## src/logic/pad_pkg.sv

```systemverilog
// Shared definitions for the joypad port subsystem.
// Holds the multitap pad count, the button vector layout, the pad mode
// encoding and the mouse idle limit. Modules refer to these by scoped
// names, so the package is compiled before any RTL file.

package pad_pkg;

	////////////////////
	// Multitap layout
	////////////////////

	localparam int PAD_COUNT = 5;
	localparam int PAD_BITS  = 12;
	localparam int PORT_BITS = 3;

	// Nibble width on the console data lines
	localparam int NIBBLE_BITS = 4;

	////////////////////
	// Button bit order
	////////////////////

	localparam int BTN_RIGHT  = 0;
	localparam int BTN_LEFT   = 1;
	localparam int BTN_DOWN   = 2;
	localparam int BTN_UP     = 3;
	localparam int BTN_I      = 4;
	localparam int BTN_II     = 5;
	localparam int BTN_SELECT = 6;
	localparam int BTN_RUN    = 7;
	localparam int BTN_III    = 8;
	localparam int BTN_IV     = 9;
	localparam int BTN_V      = 10;
	localparam int BTN_VI     = 11;

	// One button vector per pad, active high
	typedef logic [PAD_COUNT-1:0][PAD_BITS-1:0] pad_buttons_t;

	// Controller type selected for all pads
	typedef enum logic [1:0] {
		MODE_TWO_BUTTON = 2'd0,
		MODE_TURBO      = 2'd1,
		MODE_SIX_BUTTON = 2'd2
	} pad_mode_t;

	// Clear-low cycles before the mouse read sequence restarts
	localparam int MOUSE_IDLE_CYCLES = 32767;

	// Ports with no pad behind them
	localparam logic [15:0] UNUSED_PORT_WORD = 16'h0FFF;

endpackage

```

## src/logic/pad_turbo.sv

```systemverilog
// Autofire generator for buttons I and II of every multitap pad.
// A small scan counter steps once per read sequence (rising edge of clear);
// buttons III/V and IV/VI add repeating presses to I and II at two rates.
// The repeat bits are only updated at that edge, so they stay steady
// through a whole read sequence.

module pad_turbo (
	input  logic                              clk_sys,
	input  logic                              reset,
	input  logic                              pad_clr,
	input  pad_pkg::pad_buttons_t             pads,
	output logic [pad_pkg::PAD_COUNT-1:0]     turbo_i,
	output logic [pad_pkg::PAD_COUNT-1:0]     turbo_ii
);

	logic       clr_q;
	logic       clr_rise;
	logic [2:0] scan_cnt;

	assign clr_rise = pad_clr & ~clr_q;

	////////////////////
	// Scan counter and repeat bits
	////////////////////

	always_ff @(posedge clk_sys) begin
		if (reset) begin
			clr_q    <= 1'b0;
			scan_cnt <= 3'd0;
			turbo_i  <= '0;
			turbo_ii <= '0;
		end else begin
			clr_q <= pad_clr;
			if (clr_rise) begin
				scan_cnt <= scan_cnt + 3'd1;
				// Old counter value sets the repeat phase
				for (int p = 0; p < pad_pkg::PAD_COUNT; p++) begin
					turbo_i[p] <= pads[p][pad_pkg::BTN_I]
						| (pads[p][pad_pkg::BTN_III] & scan_cnt[2])
						| (pads[p][pad_pkg::BTN_V] & scan_cnt[1]);
					turbo_ii[p] <= pads[p][pad_pkg::BTN_II]
						| (pads[p][pad_pkg::BTN_IV] & scan_cnt[2])
						| (pads[p][pad_pkg::BTN_VI] & scan_cnt[1]);
				end
			end
		end
	end

	////////////////////
	// Checks
	////////////////////

	// Repeat bits hold steady between read sequences
	turbo_steady: assert property (
		@(posedge clk_sys) disable iff (reset)
		!clr_rise |=> $stable({turbo_i, turbo_ii})
	);

endmodule

```

## src/logic/mouse_tracker.sv

```systemverilog
// Mouse motion sequencer for the joypad port.
// Motion arrives with a toggling strobe and is held as pending X/Y.
// Each rising edge of clear steps a 2-bit nibble index; after the fourth
// nibble the pending motion moves to the shown registers and is cleared.
// If clear stays low long enough the index is parked at 3, so the next
// sequence starts fresh at nibble 0 with new motion.

module mouse_tracker (
	input  logic                              clk_sys,
	input  logic                              reset,
	input  logic                              pad_clr,
	input  logic                              mouse_strobe,
	input  logic [7:0]                        mouse_dx,
	input  logic [7:0]                        mouse_dy,
	output logic [pad_pkg::NIBBLE_BITS-1:0]   mouse_nibble
);

	logic                                              clr_q;
	logic                                              strobe_q;
	logic [1:0]                                        nib_idx;
	logic [$clog2(pad_pkg::MOUSE_IDLE_CYCLES + 1)-1:0] idle_cnt;
	logic [7:0]                                        pend_x;
	logic [7:0]                                        pend_y;
	logic [7:0]                                        shown_x;
	logic [7:0]                                        shown_y;

	////////////////////
	// Idle timeout
	////////////////////

	always_ff @(posedge clk_sys) begin
		if (reset) begin
			idle_cnt <= '0;
		end else if (pad_clr) begin
			idle_cnt <= '0;
		end else if (idle_cnt != pad_pkg::MOUSE_IDLE_CYCLES) begin
			idle_cnt <= idle_cnt + 1'b1;
		end
	end

	////////////////////
	// Motion capture and nibble index
	////////////////////

	always_ff @(posedge clk_sys) begin
		if (reset) begin
			clr_q    <= 1'b0;
			strobe_q <= 1'b0;
			nib_idx  <= 2'd0;
			pend_x   <= 8'd0;
			pend_y   <= 8'd0;
			shown_x  <= 8'd0;
			shown_y  <= 8'd0;
		end else begin
			clr_q    <= pad_clr;
			strobe_q <= mouse_strobe;

			// Host stopped reading so the next edge restarts the sequence
			if (idle_cnt == pad_pkg::MOUSE_IDLE_CYCLES) begin
				nib_idx <= 2'd3;
			end

			if (pad_clr && !clr_q) begin
				nib_idx <= nib_idx + 2'd1;
				if (nib_idx == 2'd3) begin
					shown_x <= pend_x;
					shown_y <= pend_y;
					pend_x  <= 8'd0;
					pend_y  <= 8'd0;
				end
			end

			// New motion wins over the clear of pending values
			if (mouse_strobe != strobe_q) begin
				pend_x <= 8'd0 - mouse_dx;
				pend_y <= mouse_dy;
			end
		end
	end

	// X high, X low, Y high, Y low
	always_comb begin
		case (nib_idx)
			2'd0:    mouse_nibble = shown_x[7:4];
			2'd1:    mouse_nibble = shown_x[3:0];
			2'd2:    mouse_nibble = shown_y[7:4];
			default: mouse_nibble = shown_y[3:0];
		endcase
	end

	// Idle count holds at its limit and keeps the index parked
	idle_parks_index: assert property (
		@(posedge clk_sys) disable iff (reset)
		idle_cnt == pad_pkg::MOUSE_IDLE_CYCLES && !pad_clr
			|=> idle_cnt == pad_pkg::MOUSE_IDLE_CYCLES && nib_idx == 2'd3
	);

endmodule

```

## src/logic/tap_scanner.sv

```systemverilog
// Multitap scanner and data nibble register.
// Select edges step the port counter while clear is low; clear high resets
// the port and drives the data lines to zero. Each port returns a 16-bit
// active-low word, and the nibble picked by the bank flag and the select
// line is registered to the console.

module tap_scanner (
	input  logic                              clk_sys,
	input  logic                              reset,
	input  logic                              pad_sel,
	input  logic                              pad_clr,
	input  pad_pkg::pad_buttons_t             pads,
	input  pad_pkg::pad_mode_t                mode,
	input  logic                              multitap_en,
	input  logic                              mouse_en,
	input  logic [pad_pkg::PAD_COUNT-1:0]     turbo_i,
	input  logic [pad_pkg::PAD_COUNT-1:0]     turbo_ii,
	input  logic [pad_pkg::NIBBLE_BITS-1:0]   mouse_nibble,
	input  logic                              mouse_left,
	input  logic                              mouse_right,
	output logic [pad_pkg::NIBBLE_BITS-1:0]   pad_data
);

	logic                          clr_q;
	logic                          sel_q;
	logic                          bank;
	logic [pad_pkg::PORT_BITS-1:0] port;
	logic [15:0]                   port_word;
	logic [7:0]                    mouse_byte;

	// Active-low pad word, top nibble always reads as zero
	function automatic logic [15:0] pad_word(
		input logic [pad_pkg::PAD_BITS-1:0] b,
		input logic                         btn_i,
		input logic                         btn_ii
	);
		pad_word = ~{4'hF,
			b[pad_pkg::BTN_VI], b[pad_pkg::BTN_V], b[pad_pkg::BTN_IV], b[pad_pkg::BTN_III],
			b[pad_pkg::BTN_LEFT], b[pad_pkg::BTN_DOWN], b[pad_pkg::BTN_RIGHT], b[pad_pkg::BTN_UP],
			b[pad_pkg::BTN_RUN], b[pad_pkg::BTN_SELECT], btn_ii, btn_i};
	endfunction

	// Mouse shares run and select with pad 0
	assign mouse_byte = {mouse_nibble, ~{pads[0][pad_pkg::BTN_RUN], pads[0][pad_pkg::BTN_SELECT],
		mouse_left, mouse_right}};

	////////////////////
	// Word for current port
	////////////////////

	always_comb begin
		port_word = pad_pkg::UNUSED_PORT_WORD;
		for (int p = 0; p < pad_pkg::PAD_COUNT; p++) begin
			if (port == pad_pkg::PORT_BITS'(p)) begin
				if (mode == pad_pkg::MODE_TURBO) begin
					port_word = pad_word(pads[p], turbo_i[p], turbo_ii[p]);
				end else begin
					port_word = pad_word(pads[p], pads[p][pad_pkg::BTN_I],
						pads[p][pad_pkg::BTN_II]);
				end
			end
		end
		if (mouse_en && port == '0) begin
			port_word = {mouse_byte, mouse_byte};
		end
	end

	////////////////////
	// Port counter, bank and data latch
	////////////////////

	always_ff @(posedge clk_sys) begin
		if (reset) begin
			clr_q    <= 1'b0;
			sel_q    <= 1'b0;
			bank     <= 1'b0;
			port     <= '0;
			pad_data <= '0;
		end else begin
			clr_q    <= pad_clr;
			sel_q    <= pad_sel;
			pad_data <= port_word[{bank, pad_sel, 2'b00} +: pad_pkg::NIBBLE_BITS];

			if (pad_clr) begin
				port     <= '0;
				pad_data <= '0;
				// 6-button pads swap banks every read sequence
				if (!clr_q && mode == pad_pkg::MODE_SIX_BUTTON) begin
					bank <= ~bank;
				end
			end else if (pad_sel && !sel_q && (multitap_en || mouse_en)) begin
				port <= port + 1'b1;
			end
		end
	end

	port_cleared: assert property (
		@(posedge clk_sys) disable iff (reset)
		pad_clr |=> port == '0
	);

endmodule

```

## src/logic/pad_port_top.sv

```systemverilog
// Joypad port top level.
// Answers the console's select and clear lines with an active-low nibble.
// Joins the turbo generator, the mouse sequencer and the multitap scanner;
// pad type, multitap and mouse are chosen on the setting inputs.

module pad_port_top (
	input  logic                              clk_sys,
	input  logic                              reset,
	input  logic                              pad_sel,
	input  logic                              pad_clr,
	input  pad_pkg::pad_buttons_t             pads,
	input  pad_pkg::pad_mode_t                mode,
	input  logic                              multitap_en,
	input  logic                              mouse_en,
	input  logic                              mouse_strobe,
	input  logic [7:0]                        mouse_dx,
	input  logic [7:0]                        mouse_dy,
	input  logic                              mouse_left,
	input  logic                              mouse_right,
	output logic [pad_pkg::NIBBLE_BITS-1:0]   pad_data
);

	logic [pad_pkg::PAD_COUNT-1:0]   turbo_i;
	logic [pad_pkg::PAD_COUNT-1:0]   turbo_ii;
	logic [pad_pkg::NIBBLE_BITS-1:0] mouse_nibble;

	pad_turbo u_turbo (
		.clk_sys  (clk_sys),
		.reset    (reset),
		.pad_clr  (pad_clr),
		.pads     (pads),
		.turbo_i  (turbo_i),
		.turbo_ii (turbo_ii)
	);

	mouse_tracker u_mouse (
		.clk_sys      (clk_sys),
		.reset        (reset),
		.pad_clr      (pad_clr),
		.mouse_strobe (mouse_strobe),
		.mouse_dx     (mouse_dx),
		.mouse_dy     (mouse_dy),
		.mouse_nibble (mouse_nibble)
	);

	tap_scanner u_scanner (
		.clk_sys      (clk_sys),
		.reset        (reset),
		.pad_sel      (pad_sel),
		.pad_clr      (pad_clr),
		.pads         (pads),
		.mode         (mode),
		.multitap_en  (multitap_en),
		.mouse_en     (mouse_en),
		.turbo_i      (turbo_i),
		.turbo_ii     (turbo_ii),
		.mouse_nibble (mouse_nibble),
		.mouse_left   (mouse_left),
		.mouse_right  (mouse_right),
		.pad_data     (pad_data)
	);

endmodule

```

## config.mk

```make
export PLATFORM = sky130hd
export DESIGN_NAME = pad_port_top
export DESIGN_NICKNAME = d
export VERILOG_FILES = /design/src/logic/pad_pkg.sv /design/src/logic/pad_turbo.sv /design/src/logic/mouse_tracker.sv /design/src/logic/tap_scanner.sv /design/src/logic/pad_port_top.sv
export SDC_FILE = /design/constraint.sdc
export NUM_CORES = 1
export LEC_CHECK = 0
export ABC_AREA = 1
export BUFFER_PORTS_ARGS = -buffer_cell sky130_fd_sc_hd__clkbuf_2
export CAP_MARGIN = 20
export CORE_ASPECT_RATIO = 2
export CORE_MARGIN = 1.5
export CORE_UTILIZATION = 55
export CTS_BUF_LIST = sky130_fd_sc_hd__clkbuf_4 sky130_fd_sc_hd__clkbuf_8 sky130_fd_sc_hd__clkbuf_16
export CTS_CLUSTER_DIAMETER = 40
export DETAILED_ROUTE_END_ITERATION = 16
export GPL_ROUTABILITY_DRIVEN = 0
export GPL_TIMING_DRIVEN = 0
export HOLD_SLACK_MARGIN = 0.02
export PLACE_DENSITY = 0.92
export RECOVER_POWER = 25
export SLEW_MARGIN = 0
export SYNTH_ARGS = -nofsm -noshare
export SYNTH_HDL_FRONTEND = slang
export SYNTH_SLANG_ARGS = --single-unit
```

## constraint.sdc

```tcl
create_clock -name clk_sys -period 1.7 [get_ports clk_sys]
set_input_delay 0.17 -clock clk_sys [delete_from_list [all_inputs] [get_ports clk_sys]]
set_output_delay 0.17 -clock clk_sys [all_outputs]
set_load 0.1 [all_outputs]
```

After elaboration in Yosys (flattened, before gate mapping)
Index checks and enable logic that the tools add are counted.

Muxes and demuxes: 18. Reductions and logical operators: 17. Equal/unequal tests: 12. Shifts and indexed selects: 1. Add/sub/neg operators: 5. Bitwise gates (word level): 54.

Operators with widths (number): two-way mux 16 bit (11); NOT 16 bit (10); two-way mux 8 bit (4); bitwise AND 1 bit (21); OR 1 bit (20); indexed part select 16 x 5 -> 4 bit (1); adder 15 x 1 -> 15 bit (second input constant) (1); equality test 15 bit (second input constant) (1); inequality test 15 bit (second input constant) (1); one-hot mux 4 bit (3 select lines) (1); subtractor 1 x 8 -> 8 bit (first input constant) (1); adder 3 x 1 -> 3 bit (second input constant) (2); equality test 2 bit (second input constant) (3); equality test 3 x 2 -> 1 bit (second input constant) (2); AND reduction 2 bit (3); nonzero test 2 bit (3); logical AND 1 bit (5); equality test 2 x 1 -> 1 bit (second input constant) (2); two-way mux 2 bit (2); NOT 4 bit (1); equality test 3 x 1 -> 1 bit (second input constant) (1); equality test 3 bit (second input constant) (1); zero test 3 bit (1); adder 2 x 1 -> 2 bit (second input constant) (1); 6 further kinds (8).

Logic and storage cells: 122. Register bits after elaboration: 73. Output and inout port bits: 4.

Logic depth before layout (Yosys ltp)
Gate-level depths: netlist of the first run.

Depth in word-level cells: 9. Depth in mapped cells: 14. Depth with buffers taken out: 14.

Modules after synthesis
A second synthesis of the first run with hierarchy kept.

Cells, all modules: 734. Area total of the unflattened synthesis: 4563.1 µm².

By module, submodules not included: mouse_tracker (times used 1, area each 2399.8 µm², seq. area each 1021.0 µm², cells an instance 329); tap_scanner (times used 1, area each 1378.8 µm², seq. area each 200.2 µm², cells an instance 274); pad_turbo (times used 1, area each 784.5 µm², seq. area each 280.3 µm², cells an instance 131).

Least setup slack after synthesis of the first run
OpenSTA, ideal clock, no wires.

Path kind: reg-to-reg. Start point: register u_scanner.port[2] in the netlist's numbering. End point: register u_scanner.pad_data[0] in the netlist's numbering. Required time: 1584 ps. Path slack: 125 ps. Arrival: 1460 ps. Clock period less this slack: 1575 ps. Cell stages (with the launch flop): 12. Setup time: 116 ps. Cells stage by stage: dfxtp_1 > buf_6 > clkinv_4 > ha_1 > buf_2 > inv_1 > buf_2 > nand3_1 > nand2_1 > a21oi_1 > nor2_1 > a21oi_2.

Longest elaborated chain between the ends: 8. Elaborated cells on any way between the ends: 13. Classes of those cells: 4 x eq/ne; 1 x shift; 6 x mux; 2 x reduce/logical.

RTL lines: start: declaration (RTL line tap_scanner.sv:27) `logic [pad_pkg::PORT_BITS-1:0] port;`; start signal: assignment (RTL line tap_scanner.sv:92) `port <= port + 1'b1;`; zero test 3 bit (RTL line tap_scanner.sv:54, tap_scanner.sv:63); two-way mux 16 bit (5 in series) (RTL line tap_scanner.sv:54) `if (port == pad_pkg::PORT_BITS'(p)) begin`; two-way mux 16 bit * (RTL line tap_scanner.sv:63) `if (mouse_en && port == '0) begin`; indexed part select 16 x 5 -> 4 bit * (RTL line tap_scanner.sv:82) `pad_data <= port_word[{bank, pad_sel, 2'b00} +: pad_pkg::NIBBLE_BITS];`; end signal: assignment (RTL line tap_scanner.sv:82); end: declaration (RTL line tap_scanner.sv:21) `output logic [pad_pkg::NIBBLE_BITS-1:0] pad_data`.

Mark *: on every way between the ends. The rest lies on a longest branch, timed or not. A chain may end at the register's enable or synchronous reset.

Worst setup path after layout of the first run
Start point: register u_scanner.port[0] in the netlist's numbering. End point: register u_scanner.pad_data[0] in the netlist's numbering.

Same word-level chain as after synthesis.

==> results.ini, run 1 <==
[run_status]
outcome=finished, violations left
violations=negative setup slack

[sta]
post-route-period-util=1.00
hold_slack_ns=0.0549
period_minus_slack_ns=1.71
skew_ns=0.00725
worst_slew_pin_slew_ns=0.542
slew-limit-headroom=0.640
worst_slack_ns=-0.00739
max_freq_mhz=586
hold_viol=0
slew_violations=0
rsz0062_at_grt=yes
finalSetupViolCount=2

[setup_path]
critPathMaxStageDelay_ns=0.37
cp-end-kind=flop
cpMaxStageDelayCell=dfxtp_4
worstPathCellList=inv_6 -> ha_4 -> buf_6 -> nand2_8 -> nor2_4 -> nand3_2 -> nand3_1 -> nand2_1 -> nand2_1 -> nand2_1 -> nand2_1 -> nand2_1 -> nand2_1 -> a21oi_2
cpMostUsedCell=nand2_1
cp_data_required_time_ns=1.93
cp-start-kind=flop
cp_top_family=simple AND/OR/NAND/NOR gates
cp_max_fo=5
critPathKind=reg -> reg
critPathBufInv=2
cp.arrival_ns=1.93

[logic_synthesis]
yosysTopAreaCell=dfxtp_1
synth-seq-cells=73
synth_cells=616
synth_area_um2=4130
syn_area_per_cell_um2=6.70
ys_types=42
synth_area_leaders=dfxtp_1 (35%), nand2_1 (13%), nor2_1 (6.2%)
synth_nets=715
seq_area_frac_synth=0.354
synth.top_cell.area_share=0.354
synth_warnings=0

[drt]
drt_iter0_markers=447
drcViolationCount=0
antenna_left=0
wire_per_inst_um=15.6
vias=4807
viasPerCell=5.78
drtPass1Iterations=7
wirelength_mm=13.0

[cells_and_area]
drive_above_1_share=0.257
final_cell_area_um2=5330
antennaDiodeCount=0
syn2layout_area_growth_pct=29.1
utilization=0.734
nets=833

[clocking]
clock_latency_ns=0.34
cts_buffers=9
cts_hold_buf=0
max-clock-path-buffers=2
cts_tree=built
clkTransAtPathRegs_ns=0.06
clock_sinks=73
cts_root_buf=clkbuf_16
h-tree-depth=3

[grt]
overflow=0
grt_max_degree=13
groute.usage.overall=0.310
grt_pass1_vias=4503
antenna_found_initial=0
grt_first_pass_wirelength_mm=19.6

[hold_path]
hold_path_class=in -> reg

[pwr]
p_per_area_nw_per_um2=857
max-vdd-ir-drop_mv=0.744
p_total_mw=4.57
cellLeakagePower_nw=2.55

[die]
pin_count=91
core_um2=7270
die_area_um2=8070
die_height_um=126
start_util=0.568
rows=44
die_x_um=64.3

[placed_design]
port_buffers=88
dpl_worst_slack_ns=-0.175
dpl_cell_area_um2=4690
place_hpwl_mm=9.11

[flow_run]
drv_cap=0

synthesized netlist by cell type, drive strengths merged:
| master | count |
|---|---|
| nand3 | 46 |
| o21a | 2 |
| xnor2 | 3 |
| nand3b | 1 |
| or2 | 9 |
| a21oi | 46 |
| dfxtp | 73 |
| a221oi | 2 |
| ha | 12 |
| o211ai | 7 |
| clkbuf | 6 |
| o21ai | 46 |
| o22ai | 6 |
| o221a | 1 |
| nor4 | 2 |
| buf | 16 |
| nor2 | 76 |
| nand2 | 149 |
| nand4 | 2 |
| xor2 | 4 |
| o21bai | 3 |
| a41oi | 2 |
| o31ai | 1 |
| clkinv | 3 |
| a211oi | 5 |
| nor3 | 14 |
| inv | 70 |
| a31oi | 9 |
through the flow:
| stage | setup TNS [ns] | instances |
|---|---|---|
| global route | -0.238 | 831 |
| global placement | -0.528 | 796 |
| CTS | 0 | 815 |
| floorplan | 0 | 616 |
| finish | -0.0147 | 831 |
| detailed placement | -0.666 | 796 |
worst register-to-register path, cell delays in order (launching register included):
cell     delay (ns)
dfxtp_4        0.37
inv_6          0.08
ha_4           0.13
buf_6          0.13
nand2_8        0.08
nor2_4         0.16
nand3_2        0.08
nand3_1        0.09
nand2_1        0.06
nand2_1        0.09
nand2_1        0.08
nand2_1        0.07
nand2_1        0.06
nand2_1        0.08
a21oi_2        0.05
report_power, final:
| group | internal [mW] | total (mW) | switching, mW |
|---|---|---|---|
| Clock | 1.23 | 1.94 | 0.713 |
| Combinational | 0.287 | 0.784 | 0.496 |
| Sequential | 1.79 | 1.84 | 0.0516 |
per-layer routing:
layer / global-route usage / share of wire
met5: 0 / 0
met4: 0.253 / 0.078
met3: 0.0531 / 0.066
met2: 0.550 / 0.52
met1: 0.303 / 0.34
worst paths after layout:
check,slack [ns],cells after the start,to,start
worst max-delay path,-0.007,14,u_scanner.pad_data[0]$_SDFF_PP0_,u_scanner.port[0]$_SDFFE_PP0P_
worst min-delay path,0.05,3,u_mouse.strobe_q$_SDFF_PP0_,mouse_strobe
worst max register to register,-0.007,14,u_scanner.pad_data[0]$_SDFF_PP0_,u_scanner.port[0]$_SDFFE_PP0P_
worst min register to register,0.46,2,u_mouse.pend_y[5]$_SDFFE_PP0P_,u_mouse.pend_y[5]$_SDFFE_PP0P_
kinds of logic after synthesis:
kind of cell / share of synthesized area
and+or+nand+nor: 0.316
AOI/OAI and AO/OA: 0.182
DFF: 0.354
xor gates and xnor gates: 0.0148
adders and majority gates: 0.0364
buffers and inverters: 0.0972
layout by cell type, fill, tap and decap left out, drive strengths merged, types with 3 or more instances in the layout:
| cell type | count |
|---|---|
| a211oi | 5 |
| a21oi | 46 |
| a31oi | 9 |
| buf | 30 |
| clkbuf | 109 |
| clkinv | 4 |
| dfxtp | 73 |
| ha | 12 |
| inv | 71 |
| nand2 | 149 |
| nand3 | 46 |
| nor2 | 77 |
| nor3 | 14 |
| o211ai | 7 |
| o21ai | 46 |
| o21bai | 3 |
| o22ai | 6 |
| or2 | 9 |
| xnor2 | 3 |
| xor2 | 4 |
area by class of cell:
| cell class | count | area [um2] |
|---|---|---|
| Timing Repair inverter | 1 | 7.51 |
| Sequential cell | 73 | 1470 |
| Inverter | 73 | 294 |
| Multi-Input combinational cell | 449 | 2410 |
| Buffer | 22 | 150 |
| Timing Repair Buffer | 105 | 568 |
| Tap cell | 92 | 115 |
| Clock inverter | 4 | 51.3 |
| Clock buffer | 12 | 260 |
| Fill cell | 524 | 1930 |
state kept, by name, indices dropped and copies added (netlist names), 3 cells and up:
name	flops
u_mouse.idle_cnt	15
u_mouse.pend_x	8
u_mouse.pend_y	8
u_mouse.shown_x	8
u_mouse.shown_y	8
u_scanner.pad_data	4
u_scanner.port	3
u_turbo.scan_cnt	3
u_turbo.turbo_i	5
u_turbo.turbo_ii	5
what timing repair did:
| action | in CTS | in global routing |
|---|---|---|
| setup endpoints to repair | 5 | 18 |
| gates resized for setup | 15 | 41 |
| pin swaps | 1 | 12 |
| cloned | 1 | 1 |
| buffers inserted | 2 | 15 |
Note: power is estimated with default switching activity, not from simulation.
==> run 2: changes to the inputs <==
--- a/config.mk
+++ b/config.mk
@@ -10,14 +10,14 @@
 export CAP_MARGIN = 20
 export CORE_ASPECT_RATIO = 2
 export CORE_MARGIN = 1.5
-export CORE_UTILIZATION = 55
+export CORE_UTILIZATION = 49
 export CTS_BUF_LIST = sky130_fd_sc_hd__clkbuf_4 sky130_fd_sc_hd__clkbuf_8 sky130_fd_sc_hd__clkbuf_16
 export CTS_CLUSTER_DIAMETER = 40
 export DETAILED_ROUTE_END_ITERATION = 16
 export GPL_ROUTABILITY_DRIVEN = 0
 export GPL_TIMING_DRIVEN = 0
 export HOLD_SLACK_MARGIN = 0.02
-export PLACE_DENSITY = 0.92
+export PLACE_DENSITY = 0.87
 export RECOVER_POWER = 25
 export SLEW_MARGIN = 0
 export SYNTH_ARGS = -nofsm -noshare
==> constraint.sdc (replaced) <==
create_clock -name clk_sys -period 1.5 [get_ports clk_sys]
set_input_delay 0.15 -clock clk_sys [delete_from_list [all_inputs] [get_ports clk_sys]]
set_output_delay 0.15 -clock clk_sys [all_outputs]
set_load 0.1 [all_outputs]
==> run 2 against run 1 <==
Against the previous run: the flow still finishes with violations (negative setup slack); critical endpoint is now u_mouse.shown_y[0]$_SDFFE_PP0P_; clock-buffer cell count decreased by 2; fmax increased by 1.4%; routed wire length increased by 0.81%; largest power group unchanged; sequential power increased by 14%; clock power increased by 9%.
==> results.ini, run 2 (synthesis gave the netlist of run 1 again) <==
[run_status]
outcome=finished, violations left  ; unchanged
violations=negative setup slack  ; unchanged

[setup_path]
cp-start-kind=flop  ; unchanged
critPathKind=reg -> reg  ; unchanged
critPathMaxStageDelay_ns=0.32  ; was 0.37 ns
cpMostUsedCell=nor2_1  ; was nand2_1
cp_max_fo=10  ; was 5
cp_data_required_time_ns=1.71  ; was 1.93 ns
cp-end-kind=flop  ; unchanged
cp.arrival_ns=1.89  ; was 1.93 ns
worstPathCellList=nor2_4 -> inv_1 -> nor2_1 -> inv_1 -> buf_2 -> nor2_1 -> nor2_1  ; was inv_6 -> ha_4 -> buf_6 -> nand2_8 -> nor2_4 -> nand3_2 -> nand3_1 -> nand2_1 -> nand2_1 -> nand2_1 -> nand2_1 -> nand2_1 -> nand2_1 -> a21oi_2
cpMaxStageDelayCell=dfxtp_1  ; was dfxtp_4

[cells_and_area]
nets=835  ; was 833
layout_commonest_cell=nand2_1  ; unchanged
final_cell_mix=nand2_1 (135), clkbuf_2 (88), dfxtp_1 (68)  ; was nand2_1 (141), clkbuf_2 (88), dfxtp_1 (69)
fill_cells=703  ; was 524
largest_register_ffs=15  ; unchanged
syn2layout_area_growth_pct=30.4  ; was 29.1%
registers.top_by_ff_count=u_mouse.idle_cnt  ; unchanged
final_cell_area_um2=5390  ; was 5330 um2
drive_above_1_share=0.272  ; was 0.257
final_cells=838  ; was 831
antennaDiodeCount=0  ; unchanged

[pwr]
power_frac_clock=0.413  ; was 0.426
sw_frac_of_total=0.278  ; was 0.276
power.internal_mw=3.69  ; was 3.31 mW
power.share.sequential=0.410  ; was 0.403
pwr-share-comb=0.177  ; was 0.172
p_per_area_nw_per_um2=947  ; was 857 nW/um2
max-vdd-ir-drop_mv=0.946  ; was 0.744 mV
cellLeakagePower_nw=2.55  ; about the same
p_sw_mw=1.42  ; was 1.26 mW

[clocking]
max-clock-path-buffers=2  ; unchanged
cts_tree=built  ; unchanged
clock_latency_ns=0.34  ; about the same
clock_sinks=73  ; unchanged
clkTransAtPathRegs_ns=0.05  ; was 0.06 ns
h-tree-depth=3  ; unchanged
cts_root_buf=clkbuf_16  ; unchanged
cts_buffers=9  ; unchanged

[drt]
antenna_left=0  ; unchanged
vias=4718  ; was 4807
wire_per_inst_um=15.6  ; about the same
viasPerCell=5.63  ; was 5.78
wirelength_mm=13.1  ; was 13.0 mm
drtPass1Iterations=5  ; was 7
drt_iter0_markers=358  ; was 447
drcViolationCount=0  ; unchanged

[die]
core_um2=8230  ; was 7270 um2
pin_count=91  ; unchanged
start_util=0.502  ; was 0.568
die_height_um=133  ; was 126 um
rows=47  ; was 44
die_x_um=67.9  ; was 64.3 um
die_area_um2=9020  ; was 8070 um2

[hold_path]
hold_path_class=in -> reg  ; unchanged

[placed_design]
port_buffers=88  ; unchanged
dp_cells=802  ; was 796
place_hpwl_mm=9.26  ; was 9.11 mm
dpl_cell_area_um2=4710  ; was 4690 um2
dpl_worst_slack_ns=-0.296  ; was -0.175 ns

[sta]
skew_ns=0.00627  ; was 0.00725 ns
period_minus_slack_ns=1.68  ; was 1.71 ns
finalSetupViolCount=31  ; was 2
hold_viol=0  ; unchanged
rsz0062_at_grt=yes  ; unchanged
slew_violations=0  ; unchanged
max_freq_mhz=594  ; was 586 MHz
slew-limit-headroom=0.638  ; was 0.640
post-route-period-util=1.12  ; was 1.00
worst_slew_pin_slew_ns=0.546  ; was 0.542 ns
worst_slack_ns=-0.184  ; was -0.00739 ns

[grt]
overflow=0  ; unchanged
antenna_found_initial=0  ; unchanged
groute.usage.overall=0.296  ; was 0.310
grt_pass1_vias=4550  ; was 4503
grt_first_pass_wirelength_mm=20.3  ; was 19.6 mm
grt_max_degree=13  ; unchanged

[flow_run]
drv_cap=0  ; unchanged

run 2: worst paths after layout:
path                                                      from                         endpoint  slack (ns)  depth (start not counted)
worst min-delay path                               mouse_dy[0]   u_mouse.pend_y[0]$_SDFFE_PP0P_        0.05                          3
worst max-delay path                  u_mouse.clr_q$_SDFF_PP0_  u_mouse.shown_y[0]$_SDFFE_PP0P_       -0.18                          7
worst min register to register  u_mouse.pend_y[4]$_SDFFE_PP0P_   u_mouse.pend_y[4]$_SDFFE_PP0P_        0.46                          2
worst max register to register        u_mouse.clr_q$_SDFF_PP0_  u_mouse.shown_y[0]$_SDFFE_PP0P_       -0.18                          7
run 2: critical path: cells and delay by family (launching register included):
kind	cells	cell delay (ns)
flops	1	0.32
buf+inv	3	0.59
simple gates	4	0.65
run 2: metrics by stage:
stage	hold slack, ns	utilization	TNS, ns	power (mW)
6_report	0.0512	0.654	-2.40	5.10
5_1_grt	0.0571	0.654	-8.21	5.30
4_1_cts	0.0436	0.640	-0.465	5.06
3_5_place_dp	0.371	0.572	-3.50	2.91
3_3_place_gp	0.364	0.572	-2.03	2.89
2_1_floorplan	0.257	-	0	2.63
run 2: area by class of cell:
class | count | area, um2 | share of cell area
Timing Repair Buffer | 110 | 609 | 0.113
Multi-Input combinational cell | 449 | 2460 | 0.456
Tap cell | 98 | 123 | 0.0228
Clock buffer | 10 | 239 | 0.0444
Clock inverter | 5 | 56.3 | 0.0105
Buffer | 20 | 128 | 0.0237
Sequential cell | 73 | 1470 | 0.273
Inverter | 73 | 304 | 0.0564
run 2: layer usage:
metal | share of wire | wire length [um] | vias up | GRT usage
met5 | 0 | 0 | - | 0
met4 | 0.079 | 1030 | 0 | 0.237
met3 | 0.064 | 840 | 81 | 0.0748
met2 | 0.52 | 6850 | 246 | 0.491
met1 | 0.33 | 4340 | 2120 | 0.297
li1 | - | - | 2271 | -
run 2: what timing repair did:
| action | CTS | global route |
|---|---|---|
| endpoints found under the hold margin | 1 | 0 |
| gates cloned | 2 | 3 |
| pin swaps | 16 | 15 |
| resized for setup | 48 | 28 |
| setup buffers | 9 | 8 |
| hold buffers | 1 | 0 |
| endpoints found under the setup margin | 36 | 39 |
run 2: power groups by stage:
stage / clock network, mW / logic [mW] / registers, mW
final: 2.11 / 0.902 / 2.09
after global routing: 2.21 / 0.993 / 2.10
after CTS: 2.13 / 0.848 / 2.08
after detailed placement: 0 / 0.792 / 2.12
after global placement: 0 / 0.772 / 2.12
after floorplan: 0 / 0.466 / 2.16
